**config.mk**
```make
export PLATFORM = sky130hd
export DESIGN_NAME = mdp_predictor_top
export DESIGN_NICKNAME = d
export VERILOG_FILES = /design/src/mdp_pkg.sv /design/src/mdp_predictor_top.sv /design/src/mdpt_clear_ctrl.sv /design/src/mdpt_decay_timer.sv /design/src/mdpt.sv /design/src/bram_1rport_1wport.sv
export SDC_FILE = /design/constraint.sdc
export NUM_CORES = 2
export LEC_CHECK = 0
export BUFFER_PORTS_ARGS = -buffer_cell sky130_fd_sc_hd__buf_2
export CORE_MARGIN = 1.5
export CORE_UTILIZATION = 39
export DETAILED_ROUTE_END_ITERATION = 16
export GPL_TIMING_DRIVEN = 0
export PLACE_DENSITY_LB_ADDON = 0.15
export SLEW_MARGIN = 15
export SYNTH_ARGS = -nofsm -noshare
export SYNTH_HDL_FRONTEND = slang
export SYNTH_SLANG_ARGS = --single-unit
```
**constraint.sdc**
```tcl
create_clock -name CLK -period 9.27 [get_ports CLK]
set_input_delay 0.4635 -clock CLK [delete_from_list [all_inputs] [get_ports CLK]]
set_output_delay 0.4635 -clock CLK [all_outputs]
set_load 0.02 [all_outputs]
```
**src/mdp_pkg.sv**
```systemverilog
`default_nettype none

package mdp_pkg;

    // ----------------------------------------
    // table geometry
    // ----------------------------------------

    localparam int FETCH_LANES   = 4;
    localparam int LANE_BITS     = 2;
    localparam int MDPT_SETS     = 64;
    localparam int MDPT_IDX_BITS = 6;

    // architectural widths
    localparam int ASID_BITS = 9;
    localparam int PC_BITS   = 38;
    localparam int MDP_BITS  = 8;

    // byte enables per lane and per set
    localparam int MDP_BYTES = MDP_BITS / 8;
    localparam int SET_BYTES = FETCH_LANES * MDP_BYTES;

    // ----------------------------------------
    // decay and sweep
    // ----------------------------------------

    localparam int CLEAR_PERIOD   = 1024;
    localparam int CLEAR_LEN      = MDPT_SETS * FETCH_LANES;
    localparam int DECAY_CNT_BITS = $clog2(CLEAR_PERIOD);
    localparam int SWEEP_CNT_BITS = $clog2(CLEAR_LEN);

    // ----------------------------------------
    // types
    // ----------------------------------------

    typedef logic [ASID_BITS-1:0]      asid_t;
    typedef logic [MDPT_IDX_BITS-1:0]  fetch_idx_t;
    typedef logic [LANE_BITS-1:0]      fetch_lane_t;
    typedef logic [MDPT_IDX_BITS-1:0]  mdpt_idx_t;
    typedef logic [PC_BITS-1:0]        pc38_t;

    // zero means no dependence
    typedef logic [MDP_BITS-1:0]       mdp_t;
    typedef mdp_t                      mdpt_entry_t;

    // lane 0 sits in the low byte
    typedef logic [FETCH_LANES*MDP_BITS-1:0] mdpt_set_t;

    typedef logic [DECAY_CNT_BITS-1:0] decay_cnt_t;
    typedef logic [SWEEP_CNT_BITS-1:0] sweep_cnt_t;

    typedef enum logic {
        CLR_IDLE,
        CLR_SWEEP
    } clear_state_t;

    // pc slicing, halfword granularity
    function automatic fetch_idx_t fetch_idx_bits(pc38_t pc);
        return pc[LANE_BITS +: MDPT_IDX_BITS];
    endfunction

    function automatic fetch_lane_t fetch_lane_bits(pc38_t pc);
        return pc[LANE_BITS-1:0];
    endfunction

endpackage

`default_nettype wire
```
**src/mdp_predictor_top.sv**
```systemverilog
`timescale 1ns/1ps
`default_nettype none

module mdp_predictor_top import mdp_pkg::*; (
    input  logic       CLK,
    input  logic       reset,

    input  asid_t      arch_asid,

    // fetch side
    input  logic       read_req_valid,
    input  fetch_idx_t read_req_fetch_index,
    output mdpt_set_t  read_resp_mdp_by_lane,

    // back-end side
    input  logic       update_valid,
    input  pc38_t      update_pc38,
    input  mdp_t       update_mdp,

    output logic       clearing
);

    logic  clear_tick;
    logic  tbl_update_valid;
    pc38_t tbl_update_pc38;
    mdp_t  tbl_update_mdp;

    mdpt_decay_timer decay_timer (
        .CLK        (CLK),
        .reset      (reset),
        .clear_tick (clear_tick)
    );

    // controller owns the table update port
    mdpt_clear_ctrl clear_ctrl (
        .CLK              (CLK),
        .reset            (reset),
        .arch_asid        (arch_asid),
        .clear_tick       (clear_tick),
        .update_valid     (update_valid),
        .update_pc38      (update_pc38),
        .update_mdp       (update_mdp),
        .clearing         (clearing),
        .tbl_update_valid (tbl_update_valid),
        .tbl_update_pc38  (tbl_update_pc38),
        .tbl_update_mdp   (tbl_update_mdp)
    );

    mdpt mdpt_table (
        .CLK                   (CLK),
        .reset                 (reset),
        .arch_asid             (arch_asid),
        .read_req_valid        (read_req_valid),
        .read_req_fetch_index  (read_req_fetch_index),
        .read_resp_mdp_by_lane (read_resp_mdp_by_lane),
        .update_valid          (tbl_update_valid),
        .update_pc38           (tbl_update_pc38),
        .update_mdp            (tbl_update_mdp)
    );

endmodule

`default_nettype wire

```
**src/mdpt_clear_ctrl.sv**
```systemverilog
`timescale 1ns/1ps
`default_nettype none

module mdpt_clear_ctrl import mdp_pkg::*; (
    input  logic  CLK,
    input  logic  reset,

    // hash key, must hold during a sweep
    input  asid_t arch_asid,

    // periodic request from the decay timer
    input  logic  clear_tick,

    // back-end training
    input  logic  update_valid,
    input  pc38_t update_pc38,
    input  mdp_t  update_mdp,

    // sweep status
    output logic  clearing,

    // table update port
    output logic  tbl_update_valid,
    output pc38_t tbl_update_pc38,
    output mdp_t  tbl_update_mdp
);

    localparam sweep_cnt_t SWEEP_LAST = sweep_cnt_t'(CLEAR_LEN - 1);

    clear_state_t state;
    clear_state_t state_next;
    sweep_cnt_t   sweep_cnt;
    sweep_cnt_t   sweep_cnt_next;
    pc38_t        sweep_pc;

    // ----------------------------------------
    // state machine
    // ----------------------------------------

    always_comb begin
        state_next     = state;
        sweep_cnt_next = sweep_cnt;

        case (state)
            CLR_IDLE: begin
                if (clear_tick) begin
                    state_next     = CLR_SWEEP;
                    sweep_cnt_next = '0;
                end
            end
            CLR_SWEEP: begin
                // ticks arriving here are ignored
                if (sweep_cnt == SWEEP_LAST) begin
                    state_next     = CLR_IDLE;
                    sweep_cnt_next = '0;
                end else begin
                    sweep_cnt_next = sweep_cnt + sweep_cnt_t'(1);
                end
            end
            default: begin
                state_next     = CLR_IDLE;
                sweep_cnt_next = '0;
            end
        endcase
    end

    // coming out of reset always clears the table
    always_ff @(posedge CLK) begin
        if (reset) begin
            state     <= CLR_SWEEP;
            sweep_cnt <= '0;
        end else begin
            state     <= state_next;
            sweep_cnt <= sweep_cnt_next;
        end
    end

    assign clearing = (state == CLR_SWEEP);

    // ----------------------------------------
    // update port mux
    // ----------------------------------------

    // upper counter bits are the fetch index, lower bits the lane
    always_comb begin
        sweep_pc = '0;
        sweep_pc[LANE_BITS-1:0] = sweep_cnt[LANE_BITS-1:0];
        sweep_pc[LANE_BITS +: MDPT_IDX_BITS] = sweep_cnt[SWEEP_CNT_BITS-1 -: MDPT_IDX_BITS];
    end

    // back-end updates are dropped while sweeping
    assign tbl_update_valid = clearing ? 1'b1     : update_valid;
    assign tbl_update_pc38  = clearing ? sweep_pc : update_pc38;
    assign tbl_update_mdp   = clearing ? '0       : update_mdp;

    // ----------------------------------------
    // checks
    // ----------------------------------------

    // a changed asid would remap sets mid sweep and skip some
    a_asid_stable: assert property (@(posedge CLK) disable iff (reset)
        clearing ##1 clearing |-> $stable(arch_asid));

    a_sweep_zero: assert property (@(posedge CLK) disable iff (reset)
        (clearing && tbl_update_valid) |-> (tbl_update_mdp == '0));

endmodule

`default_nettype wire

```
**src/mdpt_decay_timer.sv**
```systemverilog
`timescale 1ns/1ps
`default_nettype none

module mdpt_decay_timer import mdp_pkg::*; (
    input  logic CLK,
    input  logic reset,

    // one cycle pulse per interval
    output logic clear_tick
);

    localparam decay_cnt_t TERMINAL = decay_cnt_t'(CLEAR_PERIOD - 1);

    decay_cnt_t count;

    // ----------------------------------------
    // interval counter
    // ----------------------------------------

    always_ff @(posedge CLK) begin
        if (reset) begin
            count <= '0;
        end else if (count == TERMINAL) begin
            count <= '0;
        end else begin
            count <= count + decay_cnt_t'(1);
        end
    end

    // tick on the terminal value, counter wraps after it
    assign clear_tick = (count == TERMINAL);

    // the wrap keeps ticks a full period apart
    a_tick_single: assert property (@(posedge CLK) disable iff (reset)
        clear_tick |=> !clear_tick);

endmodule

`default_nettype wire

```
**src/mdpt.sv**
```systemverilog
`timescale 1ns/1ps
`default_nettype none

module mdpt import mdp_pkg::*; (
    input  logic       CLK,
    input  logic       reset,

    // current address space
    input  asid_t      arch_asid,

    // read request, response next cycle
    input  logic       read_req_valid,
    input  fetch_idx_t read_req_fetch_index,
    output mdpt_set_t  read_resp_mdp_by_lane,

    // single lane training
    input  logic       update_valid,
    input  pc38_t      update_pc38,
    input  mdp_t       update_mdp
);

    // low fetch index bits xor low asid bits
    function automatic mdpt_idx_t index_hash(fetch_idx_t fetch_index, asid_t asid);
        return mdpt_idx_t'(fetch_index ^ asid[MDPT_IDX_BITS-1:0]);
    endfunction

    // ----------------------------------------
    // signals
    // ----------------------------------------

    mdpt_idx_t                  bram_rindex;
    mdpt_set_t                  bram_rdata;

    logic [FETCH_LANES-1:0]     lane_wen;
    logic [SET_BYTES-1:0]       bram_wen_byte;
    mdpt_idx_t                  bram_windex;
    mdpt_set_t                  bram_wdata;

    fetch_lane_t                update_lane;

    // ----------------------------------------
    // read path
    // ----------------------------------------

    assign bram_rindex           = index_hash(read_req_fetch_index, arch_asid);
    assign read_resp_mdp_by_lane = bram_rdata;

    // ----------------------------------------
    // write path
    // ----------------------------------------

    always_comb begin
        update_lane = fetch_lane_bits(update_pc38);
        bram_windex = index_hash(fetch_idx_bits(update_pc38), arch_asid);

        lane_wen = '0;
        if (update_valid) begin
            lane_wen[update_lane] = 1'b1;
        end

        // byte enables pick the lane, data is copied to all of them
        for (int lane = 0; lane < FETCH_LANES; lane++) begin
            bram_wen_byte[lane*MDP_BYTES +: MDP_BYTES] = {MDP_BYTES{lane_wen[lane]}};
            bram_wdata[lane*MDP_BITS +: MDP_BITS]      = update_mdp;
        end
    end

    bram_1rport_1wport #(
        .INNER_WIDTH($bits(mdpt_set_t)),
        .OUTER_WIDTH(MDPT_SETS)
    ) mdpt_array_bram (
        .CLK      (CLK),
        .reset    (reset),
        .ren      (read_req_valid),
        .rindex   (bram_rindex),
        .rdata    (bram_rdata),
        .wen_byte (bram_wen_byte),
        .windex   (bram_windex),
        .wdata    (bram_wdata)
    );

    a_lane_wen_onehot: assert property (@(posedge CLK) disable iff (reset)
        $onehot0(lane_wen));

endmodule

`default_nettype wire

```
**src/bram_1rport_1wport.sv**
```systemverilog
`timescale 1ns/1ps
`default_nettype none

module bram_1rport_1wport #(
    parameter int INNER_WIDTH = 32,
    parameter int OUTER_WIDTH = 64
) (
    input  logic                           CLK,
    input  logic                           reset,

    // read port, data one cycle later
    input  logic                           ren,
    input  logic [$clog2(OUTER_WIDTH)-1:0] rindex,
    output logic [INNER_WIDTH-1:0]         rdata,

    // write port, one enable per byte
    input  logic [INNER_WIDTH/8-1:0]       wen_byte,
    input  logic [$clog2(OUTER_WIDTH)-1:0] windex,
    input  logic [INNER_WIDTH-1:0]         wdata
);

    localparam int NUM_BYTES = INNER_WIDTH / 8;

    logic [INNER_WIDTH-1:0] mem [OUTER_WIDTH];

    // ----------------------------------------
    // array writes
    // ----------------------------------------

    always_ff @(posedge CLK) begin
        for (int b = 0; b < NUM_BYTES; b++) begin
            if (wen_byte[b]) begin
                mem[windex][b*8 +: 8] <= wdata[b*8 +: 8];
            end
        end
    end

    // read register sees the old word on a same-index write
    always_ff @(posedge CLK) begin
        if (reset) begin
            rdata <= '0;
        end else if (ren) begin
            rdata <= mem[rindex];
        end
    end

    // ----------------------------------------
    // checks
    // ----------------------------------------

    a_rindex_range: assert property (@(posedge CLK) disable iff (reset)
        ren |-> (int'(rindex) < OUTER_WIDTH));

    a_windex_range: assert property (@(posedge CLK) disable iff (reset)
        (|wen_byte) |-> (int'(windex) < OUTER_WIDTH));

endmodule

`default_nettype wire

```
== Word-level counts from Yosys, hierarchy flattened ==
Memories as Yosys holds them, arrays and structs flattened. A register that Yosys moved wholly into a read port is not among the register bits.
Cells that the tools add are included.
Word-level totals
  register bits after elaboration: 19
  bits in writable memories: 2048
  bits of input ports: 65
  output and inout bits: 33
  word-level logic and storage cells: 36
  memories: 1
Operators by class
  add/sub/neg operators: 2
  $lt $le $gt $ge: 2
  eq/ne operators: 3
  mux-type cells: 20
  bitwise operators: 3
  reductions and logical operators: 2
Memories
  mdpt_table.mdpt_array_bram.mem: depth 64, bits a word 32, rd ports 1, clocked after Yosys merged registers in 1, wr ports 1, line bram_1rport_1wport.sv:24  | logic [INNER_WIDTH-1:0] mem [OUTER_WIDTH];
Operators by type and width (count)
  2-to-1 mux 8 bit: 4
  one-hot mux 8 bit (2 select lines): 1
  2-to-1 mux 1 bit: 12
  bitwise XOR 6 bit: 2
  adder 10 x 1 -> 10 bit (second input constant): 1
  equality test 10 bit (second input constant): 1
  adder 8 x 1 -> 8 bit (second input constant): 1
  equality test 8 bit (second input constant): 1
  2-to-1 mux 4 bit: 1
  < comparator 2 x 3 -> 1 bit (second input constant): 1
  demux 1 bit (select 2 bit): 1
  >= comparator 2 x 1 -> 1 bit (second input constant): 1
  inequality test 2 x 1 -> 1 bit (second input constant): 1
  one-hot mux 1 bit (2 select lines): 1
  OR reduction 2 bit: 1
  logical AND 1 bit: 1
  NOT 1 bit: 1

== Depth between registers and ports, before layout ==
  depth in word-level cells: 8
  gate-level depth with buffers: 12
  gate-level depth less buffers: 8

== Hierarchy ==
A second synthesis with hierarchy kept.
Second synthesis, totals
  cells, all modules: 4175
  area total of the unflattened synthesis: 83194.8 µm²
Modules (own cells, without submodules)
  bram_1rport_1wport: instances 1, cells an instance 3993, area each 81755.9 µm², sequential area each 62139.6 µm²
  mdpt_clear_ctrl: instances 1, cells an instance 114, area each 849.6 µm², sequential area each 180.2 µm²
  mdpt_decay_timer: instances 1, cells an instance 52, area each 446.7 µm², sequential area each 200.2 µm²
  mdpt: instances 1, cells an instance 16, area each 142.6 µm², sequential area each 0.0 µm²

== Worst setup path before layout ==
No wires, ideal clock.
  path type: register -> register
  start point: reg clear_ctrl.state, in the netlist clear_ctrl.clearing
  end point: mem mdpt_table.mdpt_array_bram.mem[0][10] (data pin)
  setup time: 1.446 ns
  arrival: 7.447 ns
  data required time: 7.824 ns
  slack: 0.376 ns
  cell stages (with the launch flop): 6
  path buffers: 4
  clock period less this slack: 8.894 ns
  cell sequence: dfxtp_1 > clkbuf_1 > clkbuf_1 > clkbuf_1 > clkbuf_1 > nor2b_1
On the way
  word-level cells in the longest chain between the ends: 1
RTL lines
  start, declared: line mdpt_clear_ctrl.sv:30  | clear_state_t state;
  start signal, assigned: line mdpt_clear_ctrl.sv:73  | state <= state_next;
  2-to-1 mux 8 bit: line mdpt_clear_ctrl.sv:94  | assign tbl_update_mdp = clearing ? '0 : update_mdp;
  named net clear_ctrl.tbl_update_mdp[2]: line mdpt_clear_ctrl.sv:25  | output mdp_t tbl_update_mdp
  end, declared: line bram_1rport_1wport.sv:24
The timed path passes the listed nets, and every way through them passes these cells.

== Final worst setup path ==
  start point: in arch_asid[1]
  end point: reg mdpt_table.mdpt_array_bram.rdata[20] (read register of mdpt_table.mdpt_array_bram.mem)
On the way
  word-level cells in the longest chain between the ends: 1
RTL lines
  start, declared: line mdp_predictor_top.sv:8  | input asid_t arch_asid,
  bitwise XOR 6 bit: line mdpt.sv:24  | return mdpt_idx_t'(fetch_index ^ asid[MDPT_IDX_BITS-1:0]);
  end, declared: line bram_1rport_1wport.sv:14  | output logic [INNER_WIDTH-1:0] rdata,
No other way between the ends.
A chain may end at the register's enable or synchronous reset.

==> key figures <==
Run
  – Number of maximum-capacitance constraint violations: 0

Yosys
  – Avg Synthesized Cell Area: 16.55 um2
  – Share of Yosys cell area claimed by the top area cell type: 0.7507
  – Combinational family with the most area after synthesis: multiplexers
  – Post-Syn Area: 81920 um2
  – Gate count of the mapped netlist: 4950
  – Post-synthesis share of cell area spent on xor and xnor gates: 0.003085
  – Post-synthesis sequential element count: 2099
  – Cell type with the largest total area after synthesis: edfxtp_1
  – Multiplexer share of the synthesized area: 0.09760
  – Number of warning messages in the yosys log: 0
  – Number of enable flip-flop cells after synthesis: 2048
  – Largest cells by area after synthesis: edfxtp_1, mux4_2, mux2i_1
  – Synth Flop Type: edfxtp_1
  – Synth Net Count: 5017
  – Proportion of synthesized flip-flops having asynchronous set or reset: 0
  – Complex-gate fraction of the synthesized area: 0.05447
  – Area share of fa/ha/maj cells after synthesis: 0.0003055
  – Number of distinct library cells after synthesis: 43
  – Proportion of synthesized chip area in sequential cells: 0.7632
  – Post-synthesis share of cell area spent on and, or, nand and nor gates: 0.06621

Layout
  – Layout-stage area growth over the synthesis result: 15.17%
  – Number of nets in the layout: 5371
  – Proportion of layout cells with a drive suffix above 1: 0.1389
  – Most frequent standard cell in the layout excluding fill and tap cells: edfxtp_1
  – Final design instance area without fill: 94350 um2
  – Sequential Area: 62520 um2
  – Core Util, Final: 0.4511
  – Area occupied by multi-input gates: 18280 um2
  – Most frequent cells in the layout: edfxtp_1, nand2_1, a21oi_1, nor2_1, mux2i_1
  – Number of filler instances in the final layout: 18229

Placement
  – Dpl hpwl: 193100 um
  – Global placer's final weighted congestion: 1.004
  – Placed Area: 87490 um2
  – Buffers on Ports: 64

Timing
  – Share of the cycle needed by the critical path after routing: 0.5280
  – Number of failing setup endpoints in the final timing report: 0
  – Maximum clock frequency: 204.3 MHz
  – Remaining max-slew budget at the tightest pin: 0.1090
  – Worst slew pin tran: 1333 ps
  – Post-layout min period: 4895 ps
  – Final max-slew violation count: 0
  – RSZ-0062 raised after global routing: no
  – Clock skew: 44.73 ps
  – TNS Setup: 0 ps
  – Final hold violation count: 0

Global route
  – First-pass GRT wire length: 371300 um
  – Antenna violations before repair: 28
  – Largest net degree at the start of global routing: 39
  – Number of global-route vias before repair: 45915
  – GRT Resource Usage Total: 0.2545
  – Grt ovf: 0

Worst setup path
  – Worst setup path class: in2reg
  – Worst setup EP type: flip-flop
  – Arr. time, crit path: 5610 ps
  – Crit Path Max Fanout: 10
  – Critical path startpoint category: input port
  – Critical path data required time: 9980 ps

CTS
  – Clock Sink Count: 2099
  – CTS max path bufs: 3
  – H-tree levels: 4
  – Clock transition at path regs: 70 ps
  – CTS root buffer: clkbuf_16
  – TritonCTS clock tree: built
  – Insertion delay of the later-clocked pin in the worst-skew pair: 880 ps
  – Num CTS Buffers: 214

Route
  – Residual antenna-violating net count after detailed routing: 0
  – Vias: 47941
  – Detailed-route vias per instance: 5.774
  – Post-detailed-route wirelength per cell: 32.82 um
  – Number of detailed-route iterations in the first pass: 6
  – DRC violation count after routing: 0
  – Iter 0 DRT Violations: 6791
  – DRT Wirelength: 272500 um

Die
  – Effective utilization at floorplan: 0.3917
  – Die boundary height: 461.3 um
  – Number of primary I/O pins: 98
  – Total number of placement rows: 168
  – X dimension of the die: 461.3 um
  – Area inside the core boundary: 209200 um2
  – Die outline area: 212800 um2

Power
  – Highest ir drop seen on vdd: 0.1800 mV
  – Power density over the cells: 218.2 nW/um2
  – Overall Power: 20.59 mW
  – Leakage Power: 30.82 nW

Run status
  – Outcome: finished clean

Hold path
  – Worst min-delay path class: in2reg
==> sequential cells by signal, indices dropped and copies added, names as in the netlist <==
register,cells
clear_ctrl.clearing,1
mdpt_table.mdpt_array_bram.mem,2048
decay_timer.count,10
clear_ctrl.sweep_cnt,8
mdpt_table.mdpt_array_bram.rdata,32
==> final timing paths <==
kind                                   startpoint                                                 to  slack [ps]  cells after the start
setup / recovery                     arch_asid[1]  mdpt_table.mdpt_array_bram.rdata[20]$_SDFFE_PP0P_        4380                     10
setup reg to reg   clear_ctrl.clearing$_SDFF_PP1_   mdpt_table.mdpt_array_bram.mem[43][29]$_DFFE_PP_        4750                      7
hold reg to reg   decay_timer.count[0]$_SDFF_PP0_                    decay_timer.count[0]$_SDFF_PP0_         460                      1
hold / removal                      update_mdp[2]    mdpt_table.mdpt_array_bram.mem[38][2]$_DFFE_PP_          90                      2
==> repair_timing <==
item                      CTS  global route
gates resized for setup     0             0
hold buffers                1             0
hold endpoints to repair    1             0
setup buffers               0             0
==> logic make-up after synthesis <==
logic type,Yosys count
AOI/OAI and AO/OA,724
xor gates and xnor gates,28
adders and majority gates,2
buffers and inverters,293
DFF,2099
muxes,515
and+or+nand+nor,1289
==> final cells by class <==
class | instances | area share
clock buffer | 269 | 0.05985
inverter | 1 | 0.00003978
timing repair buffer | 138 | 0.02067
tap | 2805 | 0.03720
antenna | 13 | 0.0003448
buffer | 292 | 0.01321
multi-input combinational | 2558 | 0.1937
sequential | 2099 | 0.6626
clock inverter | 128 | 0.01231
==> power by group <==
group	total [mW]	switching (mW)	internal (mW)
clock network	8.52	3.75	4.76
registers	10.4	0.0814	10.3
logic	1.69	1.20	0.493
==> critical path, stage by stage <==
cell,delay [ps]
buf_2,250
xor2_1,230
buf_2,330
clkbuf_2,620
buf_1,680
mux2i_1,260
o22ai_1,100
o21ai_0,1010
a41oi_1,730
or4_1,840
==> layer usage <==
layer  wire length, um  vias to the layer above  global-route usage
met4             15180                        4              0.1279
met2            119700                     2359              0.3743
met5               199                        -                   0
met1            112800                    25034              0.3597
li1                  -                    20099                   -
met3             24680                      445             0.05058
==> stage by stage <==
step	setup slack (ps)	cells	hold WS, ps
2_1_floorplan	376.2	4950	429.9
3_3_place_gp	-10550	7819	449.4
3_5_place_dp	3524	7892	449.8
4_1_cts	4454	8290	32.47
5_1_grt	4440	8295	74.32
6_report	4375	8303	86.61
==> cell usage after synthesis, drive strengths merged (33+ instances only) <==
| cell type | n |
|---|---|
| edfxtp | 2048 |
| nand2 | 675 |
| a21oi | 329 |
| nor2 | 325 |
| mux2i | 288 |
| mux4 | 227 |
| clkbuf | 181 |
| nand3 | 116 |
| buf | 111 |
| o22ai | 93 |
| o21ai | 76 |
| a22oi | 65 |
| a211oi | 63 |
| dfxtp | 51 |
| nor3 | 39 |
| nand2b | 35 |
| nor4 | 33 |
Note: power is estimated with default switching activity, not from simulation.
